<file path="config.mk">
export PLATFORM = sky130hd
export DESIGN_NAME = can_decoder_top
export DESIGN_NICKNAME = d
export VERILOG_FILES = /design/src/can_frame_pkg.sv /design/src/can_ctrl_pkg.sv /design/src/can_bit_destuffer.sv /design/src/can_frame_sequencer.sv /design/src/can_field_capture.sv /design/src/can_decoder_top.sv
export VERILOG_INCLUDE_DIRS = /design/src
export SDC_FILE = /design/constraint.sdc
export NUM_CORES = 1
export LEC_CHECK = 0
export ABC_AREA = 1
export BUFFER_PORTS_ARGS = -buffer_cell sky130_fd_sc_hd__buf_2
export CAP_MARGIN = 30
export CORE_AREA = 2 2 126 153
export CTS_BUF_LIST = sky130_fd_sc_hd__clkbuf_8 sky130_fd_sc_hd__clkbuf_16
export CTS_CLUSTER_SIZE = 24
export DETAILED_ROUTE_END_ITERATION = 10
export DIE_AREA = 0 0 128 155
export GPL_ROUTABILITY_DRIVEN = 0
export HOLD_SLACK_MARGIN = 0.02
export PLACE_DENSITY = 0.87
export REMOVE_ABC_BUFFERS = 1
export SLEW_MARGIN = 10
export SYNTH_ARGS = -nofsm -noshare
export SYNTH_HDL_FRONTEND = slang
export SYNTH_SLANG_ARGS = --single-unit
</file>
<file path="constraint.sdc">
create_clock -name clock -period 10.8 [get_ports clock]
set_clock_uncertainty 0.05 [all_clocks]
set_input_delay 1.08 -clock clock [delete_from_list [all_inputs] [get_ports clock]]
set_output_delay 1.08 -clock clock [all_outputs]
set_load 0.005 [all_outputs]
</file>
<file path="src/can_defines.svh">
`ifndef CAN_DEFINES_SVH
`define CAN_DEFINES_SVH

// ==========================================================================
// CAN 2.0 frame field lengths and limits
// ==========================================================================

// Identifier lengths
`define CAN_LEN_ID_A 11
`define CAN_LEN_ID_B 18

// Control and data field
`define CAN_LEN_DLC 4
`define CAN_MAX_BYTES 8

// CRC-15 with zero start value
`define CAN_LEN_CRC 15
`define CAN_CRC_POLY 15'h4599

// Frame tail
`define CAN_LEN_EOF 7
`define CAN_LEN_INTERFRAME 2

// Bit stream rules
`define CAN_STUFF_RUN 5
`define CAN_IDLE_RUN 11

`endif

</file>
<file path="src/can_frame_pkg.sv">
`include "can_defines.svh"

package can_frame_pkg;

	// ==========================================================================
	// Frame content as seen by the host
	// ==========================================================================

	// One 29-bit identifier word, decoded per IDE
	typedef union packed
	{
		struct packed
		{
			logic [`CAN_LEN_ID_B-1:0] unused; // Stays zero for a standard frame
			logic [`CAN_LEN_ID_A-1:0] id;
		} std;
		struct packed
		{
			logic [`CAN_LEN_ID_A-1:0] id_a; // Sent first on the bus
			logic [`CAN_LEN_ID_B-1:0] id_b;
		} ext;
	} can_id_t;

	// Result word of one good frame
	typedef struct packed
	{
		can_id_t id;
		logic ide; // Extended format
		logic rtr; // Remote request, no data
		logic [`CAN_LEN_DLC-1:0] dlc; // Never above 8
		// First received byte in the top byte
		// Bytes beyond dlc read as zero
		logic [`CAN_MAX_BYTES*8-1:0] data;
	} can_frame_t;

endpackage

</file>
<file path="src/can_ctrl_pkg.sv">
package can_ctrl_pkg;

	// One sampled bus bit after destuffing
	typedef struct packed
	{
		logic valid; // Sample strobe
		logic value; // Bus level, 0 is dominant
		logic stuff; // Stuff bit, to be dropped
	} can_bit_t;

	// Frame sequencer states in bus order
	typedef enum logic [4:0]
	{
		idle,
		id_a,
		rtr_srr, // RTR of standard frame or SRR of extended
		ide,
		id_b,
		rtr,
		res1,
		res0,
		dlc,
		data,
		crc,
		crc_delim,
		ack_slot,
		ack_delim,
		eof,
		interframe,
		error_wait // Waits for bus idle
	} can_state_e;

	typedef enum logic [1:0] {err_none, err_stuff, err_form, err_crc} can_error_e;

endpackage

</file>
<file path="src/can_bit_destuffer.sv">
`include "can_defines.svh"

module can_bit_destuffer
	import can_ctrl_pkg::*;
(
	input  logic     clock,
	input  logic     reset,
	input  logic     rx_bit,
	input  logic     sample_point,
	input  logic     stuff_window,
	output can_bit_t bit_event,
	output logic     stuff_error
);

	localparam int RUN_W = $clog2(`CAN_STUFF_RUN + 1);

	logic [RUN_W-1:0] run_count; // Length of current run of equal bits
	logic last_bit; // Level of that run
	logic stuff_due; // Current bit must be a stuff bit
	logic new_run;

	// Full run inside the window, so this bit is inserted by the sender
	assign stuff_due = stuff_window && (run_count == RUN_W'(`CAN_STUFF_RUN));

	// Sixth equal bit
	assign stuff_error = sample_point && stuff_due && (rx_bit == last_bit);

	always_comb
	begin
		bit_event.valid = sample_point;
		bit_event.value = rx_bit;
		bit_event.stuff = stuff_due;
	end

	// Outside the window every bit seeds a run, so SOF counts as bit one
	// A stuff bit always opens a fresh run
	assign new_run = !stuff_window || stuff_due || (rx_bit != last_bit);

	always_ff @(posedge clock or posedge reset)
	begin
		if (reset)
		begin
			run_count <= '0;
			last_bit <= 1'b1; // Recessive bus
		end
		else if (sample_point)
		begin
			last_bit <= rx_bit;
			if (new_run)
				run_count <= RUN_W'(1);
			else
				run_count <= run_count + 1'b1;
		end
	end

endmodule

</file>
<file path="src/can_frame_sequencer.sv">
`include "can_defines.svh"

module can_frame_sequencer
	import can_ctrl_pkg::*;
(
	input  logic                    clock,
	input  logic                    reset,
	input  can_bit_t                bit_event,
	input  logic                    stuff_error,
	input  logic                    crc_match,
	input  logic [`CAN_LEN_DLC-1:0] dlc, // Partial while the DLC field shifts in
	output can_state_e              state,
	output logic [5:0]              bit_index,
	output logic                    stuff_window,
	output logic                    frame_valid,
	output logic                    error_valid,
	output can_error_e              error_code
);

	// Index of the last bit of each multi-bit field
	localparam logic [5:0] last_id_a = 6'(`CAN_LEN_ID_A - 1);
	localparam logic [5:0] last_id_b = 6'(`CAN_LEN_ID_B - 1);
	localparam logic [5:0] last_dlc = 6'(`CAN_LEN_DLC - 1);
	localparam logic [5:0] last_crc = 6'(`CAN_LEN_CRC - 1);
	localparam logic [5:0] last_eof = 6'(`CAN_LEN_EOF - 1);
	localparam logic [5:0] last_idle = 6'(`CAN_IDLE_RUN - 1);
	localparam logic [5:0] sof_slot = 6'(`CAN_LEN_INTERFRAME); // Third intermission bit

	can_state_e state_next;
	logic [5:0] index_next;
	logic [5:0] data_last;
	logic rtr_flag; // SRR first, then RTR on extended frames
	logic form_bad;
	logic crc_bad;
	logic frame_done;

	// dlc is 1..8 here, 8 wraps to 7 in three bits
	assign data_last = {dlc[2:0] - 3'd1, 3'b111};

	// Includes the delimiter slot, where a stuff bit may follow the last CRC bit
	assign stuff_window = state inside {id_a, rtr_srr, ide, id_b, rtr, res1, res0,
		can_ctrl_pkg::dlc, data, crc, crc_delim};

	// ==========================================================================
	// Next field and form checks
	// ==========================================================================

	always_comb
	begin
		state_next = state;
		index_next = bit_index + 1'b1; // Next bit of the same field
		form_bad = 1'b0;
		crc_bad = 1'b0;
		frame_done = 1'b0;
		case (state)
			idle:
			begin
				index_next = '0;
				if (!bit_event.value)
					state_next = id_a; // SOF
			end
			id_a:
				if (bit_index == last_id_a)
					state_next = rtr_srr;
			rtr_srr: state_next = ide;
			ide:
			begin
				if (bit_event.value)
				begin
					form_bad = !rtr_flag; // SRR must be recessive
					state_next = id_b;
				end
				else
					state_next = res0; // Standard frame has r0 only
			end
			id_b:
				if (bit_index == last_id_b)
					state_next = rtr;
			rtr: state_next = res1;
			res1: state_next = res0;
			res0: state_next = can_ctrl_pkg::dlc;
			can_ctrl_pkg::dlc:
			begin
				// Remote frame or DLC of zero skips the data field
				if (bit_index == last_dlc)
				begin
					if (rtr_flag || ({dlc[2:0], bit_event.value} == 4'd0))
						state_next = crc;
					else
						state_next = data;
				end
			end
			data:
				if (bit_index == data_last)
					state_next = crc;
			crc:
				if (bit_index == last_crc)
					state_next = crc_delim;
			crc_delim:
			begin
				form_bad = !bit_event.value;
				crc_bad = !crc_match;
				state_next = ack_slot;
			end
			ack_slot:
			begin
				form_bad = bit_event.value; // Some receiver must acknowledge
				state_next = ack_delim;
			end
			ack_delim:
			begin
				form_bad = !bit_event.value;
				state_next = eof;
			end
			eof:
			begin
				form_bad = !bit_event.value;
				if (bit_index == last_eof)
				begin
					frame_done = 1'b1;
					state_next = interframe;
				end
			end
			interframe:
			begin
				if (bit_index == sof_slot)
					state_next = bit_event.value ? idle : id_a; // Back-to-back SOF
				else
					form_bad = !bit_event.value;
			end
			error_wait:
			begin
				// bit_index counts recessive bits here
				if (!bit_event.value)
					index_next = '0;
				else if (bit_index == last_idle)
					state_next = idle;
			end
			default: state_next = idle;
		endcase
		if (state_next != state)
			index_next = '0; // New field
	end

	// ==========================================================================
	// State register and result pulses
	// ==========================================================================

	always_ff @(posedge clock or posedge reset)
	begin
		if (reset)
		begin
			state <= idle;
			bit_index <= '0;
			rtr_flag <= 1'b0;
			frame_valid <= 1'b0;
			error_valid <= 1'b0;
			error_code <= err_none;
		end
		else
		begin
			frame_valid <= 1'b0; // Single-cycle pulses
			error_valid <= 1'b0;
			if (bit_event.valid && stuff_error)
			begin
				state <= error_wait;
				bit_index <= '0;
				error_valid <= 1'b1;
				error_code <= err_stuff;
			end
			else if (bit_event.valid && !bit_event.stuff)
			begin
				if (form_bad || crc_bad)
				begin
					state <= error_wait;
					bit_index <= '0;
					error_valid <= 1'b1;
					error_code <= form_bad ? err_form : err_crc; // Form wins
				end
				else
				begin
					state <= state_next;
					bit_index <= index_next;
					frame_valid <= frame_done;
				end
				if (state == rtr_srr || state == rtr)
					rtr_flag <= bit_event.value;
			end
		end
	end

endmodule

</file>
<file path="src/can_field_capture.sv">
`include "can_defines.svh"

module can_field_capture
	import can_frame_pkg::*;
	import can_ctrl_pkg::*;
(
	input  logic                    clock,
	input  logic                    reset,
	input  can_bit_t                bit_event,
	input  can_state_e              state,
	input  logic [5:0]              bit_index,
	output can_frame_t              frame,
	output logic [`CAN_LEN_DLC-1:0] dlc,
	output logic                    crc_match
);

	localparam int DATA_W = `CAN_MAX_BYTES * 8;
	localparam logic [5:0] last_eof = 6'(`CAN_LEN_EOF - 1);

	can_frame_t work; // Frame being received
	logic [`CAN_LEN_CRC-1:0] crc_reg; // Running CRC
	logic [`CAN_LEN_CRC-1:0] crc_rx; // CRC field from the bus
	logic [`CAN_LEN_CRC-1:0] crc_next;
	logic [`CAN_LEN_DLC-1:0] dlc_shift;
	logic take; // Unstuffed bit this cycle
	logic sof;
	logic crc_covered;

	assign take = bit_event.valid && !bit_event.stuff;
	assign sof = take && !bit_event.value && (state == idle || state == interframe);

	// SOF is dominant, so a zero CRC stays zero over it
	assign crc_covered = state inside {id_a, rtr_srr, ide, id_b, rtr, res1, res0,
		can_ctrl_pkg::dlc, data};

	// CRC-15 shift, feedback from the MSB
	assign crc_next = {crc_reg[`CAN_LEN_CRC-2:0], 1'b0}
		^ ((bit_event.value ^ crc_reg[`CAN_LEN_CRC-1]) ? `CAN_CRC_POLY : '0);
	assign crc_match = (crc_reg == crc_rx);

	assign dlc = work.dlc;
	assign dlc_shift = {work.dlc[`CAN_LEN_DLC-2:0], bit_event.value};

	always_ff @(posedge clock or posedge reset)
	begin
		if (reset)
		begin
			crc_reg <= '0;
			crc_rx <= '0;
		end
		else if (sof)
		begin
			crc_reg <= '0;
			crc_rx <= '0;
		end
		else if (take && crc_covered)
			crc_reg <= crc_next;
		else if (take && state == crc)
			crc_rx <= {crc_rx[`CAN_LEN_CRC-2:0], bit_event.value};
	end

	// ==========================================================================
	// Field shifting
	// ==========================================================================

	always_ff @(posedge clock)
	begin
		if (sof)
			work <= '0; // Also zeroes data bytes that never arrive
		else if (take)
		begin
			case (state)
				id_a, id_b: work.id <= {work.id[$bits(can_id_t)-2:0], bit_event.value};
				rtr_srr: work.rtr <= bit_event.value; // Overwritten on extended frames
				ide: work.ide <= bit_event.value;
				rtr: work.rtr <= bit_event.value;
				can_ctrl_pkg::dlc:
					work.dlc <= (dlc_shift > `CAN_MAX_BYTES) ? `CAN_LEN_DLC'(`CAN_MAX_BYTES)
						: dlc_shift;
				data: work.data[6'(DATA_W - 1) - bit_index] <= bit_event.value; // MSB first
				default: ;
			endcase
		end
	end

	// Publish on a good last EOF bit
	always_ff @(posedge clock)
	begin
		if (take && state == eof && bit_index == last_eof && bit_event.value)
			frame <= work;
	end

endmodule

</file>
<file path="src/can_decoder_top.sv">
`include "can_defines.svh"

module can_decoder_top
	import can_frame_pkg::*;
	import can_ctrl_pkg::*;
(
	input  logic       clock,
	input  logic       reset,
	input  logic       rx_bit,
	input  logic       sample_point,
	output can_frame_t frame,
	output logic       frame_valid,
	output can_error_e error_code,
	output logic       error_valid
);

	can_bit_t bit_event;
	logic stuff_error;
	logic stuff_window;
	can_state_e state;
	logic [5:0] bit_index;
	logic crc_match;
	logic [`CAN_LEN_DLC-1:0] dlc;

	// Decode stage
	can_bit_destuffer u_destuffer
	(
		.clock(clock),
		.reset(reset),
		.rx_bit(rx_bit),
		.sample_point(sample_point),
		.stuff_window(stuff_window),
		.bit_event(bit_event),
		.stuff_error(stuff_error)
	);

	// Execute stage
	can_frame_sequencer u_sequencer
	(
		.clock(clock),
		.reset(reset),
		.bit_event(bit_event),
		.stuff_error(stuff_error),
		.crc_match(crc_match),
		.dlc(dlc),
		.state(state),
		.bit_index(bit_index),
		.stuff_window(stuff_window),
		.frame_valid(frame_valid),
		.error_valid(error_valid),
		.error_code(error_code)
	);

	// Result stage
	can_field_capture u_capture
	(
		.clock(clock),
		.reset(reset),
		.bit_event(bit_event),
		.state(state),
		.bit_index(bit_index),
		.frame(frame),
		.dlc(dlc),
		.crc_match(crc_match)
	);

endmodule

</file>
==> flow_results.xml <==
<?xml version="1.0" encoding="UTF-8"?>
<metrics>
  <group name="run_status">
    <metric name="outcome" unit="">completed</metric>
  </group>
  <group name="power">
    <metric name="static-leakage-power" unit="nW">4.93</metric>
    <metric name="power.density" unit="mW/mm^2">180</metric>
    <metric name="power_switching_share" unit="%">25.2</metric>
    <metric name="p_clk_share" unit="%">41.4</metric>
    <metric name="share_seq_of_total_power" unit="%">47.7</metric>
    <metric name="pwr-share-comb" unit="%">10.9</metric>
    <metric name="vdd.ir_drop.worst" unit="mV">0.142</metric>
    <metric name="intPower" unit="W">0.00164</metric>
    <metric name="power.switching" unit="W">0.000552</metric>
  </group>
  <group name="place">
    <metric name="io_buffer_count" unit="">106</metric>
    <metric name="detailed_placement_wirelength_estimate" unit="um">14800</metric>
    <metric name="post-place-ws" unit="ns">6.30</metric>
    <metric name="placement.cell_area" unit="mm^2">0.0113</metric>
  </group>
  <group name="synthesis">
    <metric name="postSynth.topFlopCell" unit="">edfxtp_1</metric>
    <metric name="synth.area.top_cells" unit="">edfxtp_1 (28%), dfxtp_1 (19%), dfrtp_1 (12%)</metric>
    <metric name="synth_top_area_share" unit="%">27.9</metric>
    <metric name="syn_area_per_cell" unit="um^2">9.35</metric>
    <metric name="synth.yosys.warnings" unit="">0</metric>
    <metric name="yosys.area_share.xor_xnor" unit="%">2.06</metric>
    <metric name="synth_compound_gate_area_share" unit="%">7.92</metric>
    <metric name="synthDistinctLibCells" unit="">43</metric>
    <metric name="ys_seq_area_share" unit="%">58.3</metric>
    <metric name="ys_async_sr_fraction" unit="%">20.2</metric>
    <metric name="synth_mux_area_share" unit="%">0</metric>
    <metric name="synth.cells.most_frequent" unit="">nand2_1 (221), nand3_1 (136), nor2_1 (118)</metric>
    <metric name="simple_gate_portion_of_the_synthesized_area" unit="%">26.0</metric>
    <metric name="yosys.area_share.adder" unit="%">0.705</metric>
    <metric name="yosys.cell_count.top_type" unit="">nand2_1</metric>
    <metric name="synth.cell_area" unit="mm^2">0.0107</metric>
    <metric name="synth_edf_count" unit="">99</metric>
    <metric name="synthCells" unit="">1139</metric>
    <metric name="ys_ff_latch" unit="">248</metric>
    <metric name="synth.largest_area_cell" unit="">edfxtp_1</metric>
    <metric name="main_combinational_cell_family_by_area_after_synthesis" unit="">simple AND/OR/NAND/NOR gates</metric>
  </group>
  <group name="worst_setup_path">
    <metric name="crit-reg2reg-launch" unit="">u_sequencer.state[1]</metric>
    <metric name="critical_path.max_stage_delay" unit="ns">0.65</metric>
    <metric name="criticalPathCategory" unit="">reg -&gt; reg</metric>
    <metric name="critPathLaunchType" unit="">register</metric>
    <metric name="cp-startpoint" unit="">u_sequencer.state[1]</metric>
    <metric name="r2r_setup_slack" unit="ns">6.14</metric>
    <metric name="worst_r2r_path_depth" unit="">14</metric>
    <metric name="critPathSlowestCell" unit="">buf_4</metric>
    <metric name="worst_r2r_endpoint" unit="">u_capture.frame[72]</metric>
    <metric name="worstPathArrival" unit="ns">4.75</metric>
    <metric name="timing.critical_path.fanout_max" unit="">64</metric>
    <metric name="timing.critical_path.cells" unit="">inv_2 -&gt; nand3_2 -&gt; nor2_4 -&gt; buf_4 -&gt; clkinv_2 -&gt; nand2_1 -&gt; nor2_1 -&gt; nand3_2 -&gt; nand2_4 -&gt; nand2_2 -&gt; inv_2 -&gt; nand2_2 -&gt; nor3_2 -&gt; buf_4</metric>
    <metric name="endpoint" unit="">u_capture.frame[72]</metric>
    <metric name="worst_setup_path_end_kind" unit="">register</metric>
    <metric name="timing.critical_path.required" unit="ns">10.89</metric>
  </group>
  <group name="detailed_routing">
    <metric name="detail_route.first_pass.iterations" unit="">8</metric>
    <metric name="vias_per_std_cell" unit="">5.94</metric>
    <metric name="vias" unit="">8684</metric>
    <metric name="route.detailed.drc" unit="">0</metric>
    <metric name="drt-wirelength-per-cell" unit="um">16.6</metric>
    <metric name="drt-total-wl" unit="um">24200</metric>
    <metric name="detail_route.iter0.violations" unit="">1293</metric>
    <metric name="antenna_left" unit="">0</metric>
  </group>
  <group name="global_routing">
    <metric name="via_count_of_the_first_global_routing_pass" unit="">7936</metric>
    <metric name="grtUsageTotal" unit="%">23.9</metric>
    <metric name="antenna_found_initial" unit="">0</metric>
    <metric name="grt_overflow" unit="">0</metric>
    <metric name="met2_usage_in_global_routing" unit="%">39.7</metric>
    <metric name="global_route.usage.met3" unit="%">3.54</metric>
    <metric name="wire_length_of_the_first_global_routing_pass" unit="um">39100</metric>
    <metric name="grt_util_met1" unit="%">31.8</metric>
    <metric name="pin_count_of_the_biggest_net_entering_global_routing" unit="">69</metric>
    <metric name="top_usage_layer" unit="">met2</metric>
  </group>
  <group name="job">
    <metric name="cap_viol_max_count" unit="">0</metric>
  </group>
  <group name="layout">
    <metric name="area.sequential" unit="mm^2">0.00621</metric>
    <metric name="top_reg_by_flops" unit="">u_capture.frame</metric>
    <metric name="nNetsFinal" unit="">1226</metric>
    <metric name="multiInputGateArea" unit="mm^2">0.00392</metric>
    <metric name="syn_to_final_growth" unit="%">14.2</metric>
    <metric name="fillers" unit="">1371</metric>
    <metric name="final_design_area_no_fill" unit="mm^2">0.0122</metric>
    <metric name="antennaDiodeCount" unit="">0</metric>
    <metric name="largest_reg_flops" unit="">99</metric>
    <metric name="largest_registers" unit="">u_capture.frame x99, u_capture.work x95</metric>
    <metric name="drive_gt1_share" unit="%">18.4</metric>
  </group>
  <group name="timing">
    <metric name="timing.final.crit_period" unit="ns">4.66</metric>
    <metric name="timing.final.setup_violations" unit="">0</metric>
    <metric name="worst_slew_margin_rel" unit="%">37.0</metric>
    <metric name="final-hold-violation-count" unit="">0</metric>
    <metric name="tns" unit="ns">0</metric>
    <metric name="min_period_over_period" unit="%">43.2</metric>
    <metric name="timing_worst_slew_pin_value" unit="ns">0.942</metric>
    <metric name="final_max_slew_viol_count" unit="">0</metric>
    <metric name="clock.fmax" unit="MHz">215</metric>
    <metric name="final_critical_path_setup_slack" unit="ns">6.14</metric>
    <metric name="setup_repair_after_global_routing_missed_its_margin" unit="">false</metric>
  </group>
  <group name="clock_tree">
    <metric name="cts_setup_buffers" unit="">0</metric>
    <metric name="cts_root_buffer" unit="">clkbuf_16</metric>
    <metric name="maximum_clock_insertion_buffer_count" unit="">3</metric>
    <metric name="post_cts_hold_buffer_count" unit="">0</metric>
    <metric name="tritoncts.num_buffers" unit="">24</metric>
    <metric name="tritoncts_num_sinks" unit="">248</metric>
    <metric name="path_clk_slew" unit="ns">0.07</metric>
    <metric name="clock_latency" unit="ns">0.51</metric>
    <metric name="tritoncts" unit="">yes</metric>
    <metric name="ctsResizeCount" unit="">0</metric>
    <metric name="cts.htree.levels" unit="">1</metric>
  </group>
  <group name="die">
    <metric name="die-area" unit="mm^2">0.0198</metric>
    <metric name="die-height" unit="um">155</metric>
    <metric name="num_rows" unit="">55</metric>
    <metric name="initial_core_util" unit="%">57.8</metric>
    <metric name="die-width" unit="um">128</metric>
    <metric name="io_pins" unit="">107</metric>
    <metric name="core-area" unit="mm^2">0.0184</metric>
  </group>
  <group name="worst_hold_path">
    <metric name="hold_path.startpoint" unit="">u_capture.work[17]</metric>
    <metric name="min_path_cells" unit="">0</metric>
    <metric name="timing.hold.worst.class" unit="">reg -&gt; reg</metric>
  </group>
</metrics>
logic make-up after synthesis:
kind of cell | Yosys count
XOR/XNOR | 25
AO/OA/AOI/OAI | 150
AND/OR/NAND/NOR | 587
buffers and inverters | 123
flip-flops | 248
adder cells (fa/ha/maj) | 6
final cells by class:
class                   count  area share [%]
clock buffers              27            5.37
inverters                  57            1.77
repair buffers            117            5.47
flip-flops and latches    248            51.0
multi-input cells         768            32.2
well taps                 228            2.35
clock inverters            17            1.80
layer usage:
metal / share of wire [%] / wire [um]
met1: 39 / 9540
met2: 49 / 12000
met4: 3.8 / 916
met5: 0 / 0
met3: 7.5 / 1820
critical path, delay by kind of cell (launching register included):
family,cells,cell delay (ns)
buffers and inverters,5,1.85
AND/OR/NAND/NOR,9,1.83
flip-flops,1,0.49
power groups by stage:
stage	clock, W	sequential, W	combinational [W]
floorplan	0	0.00105	0.000168
global placement	0	0.00106	0.000218
detailed placement	0	0.00106	0.000230
CTS	0.000915	0.00105	0.000233
global route	0.000955	0.00105	0.000268
finish	0.000907	0.00105	0.000239
placed cells by master (no fill, tap or decap), drive strengths merged, types with 37 or more instances in the layout:
cell / instances
a21oi: 103
buf: 117
dfrtp: 49
dfxtp: 99
edfxtp: 99
inv: 57
nand2: 226
nand3: 158
nand4: 67
nor2: 124
o21ai: 37
stage by stage:
stage	hold WS (ns)	cells	utilization (%)	total power (W)
after CTS	0.380	1460	65.8	0.00219
after global routing	0.388	1462	66.0	0.00227
final	0.381	1462	66.0	0.00219
after floorplan	0.359	1073	-	0.00122
after global placement	0.365	1414	60.8	0.00128
after detailed placement	0.370	1416	61.0	0.00129
worst min-delay path by stage:
stage / end / slack [ns]
CTS: u_capture.frame[45] / 0.38
floorplan: u_capture.frame[0] / 0.36
finish: u_capture.frame[17] / 0.38
global placement: u_capture.frame[62] / 0.36
global route: u_capture.frame[45] / 0.39
detailed placement: u_capture.frame[26] / 0.37
Power figures use the tool's default switching activity.
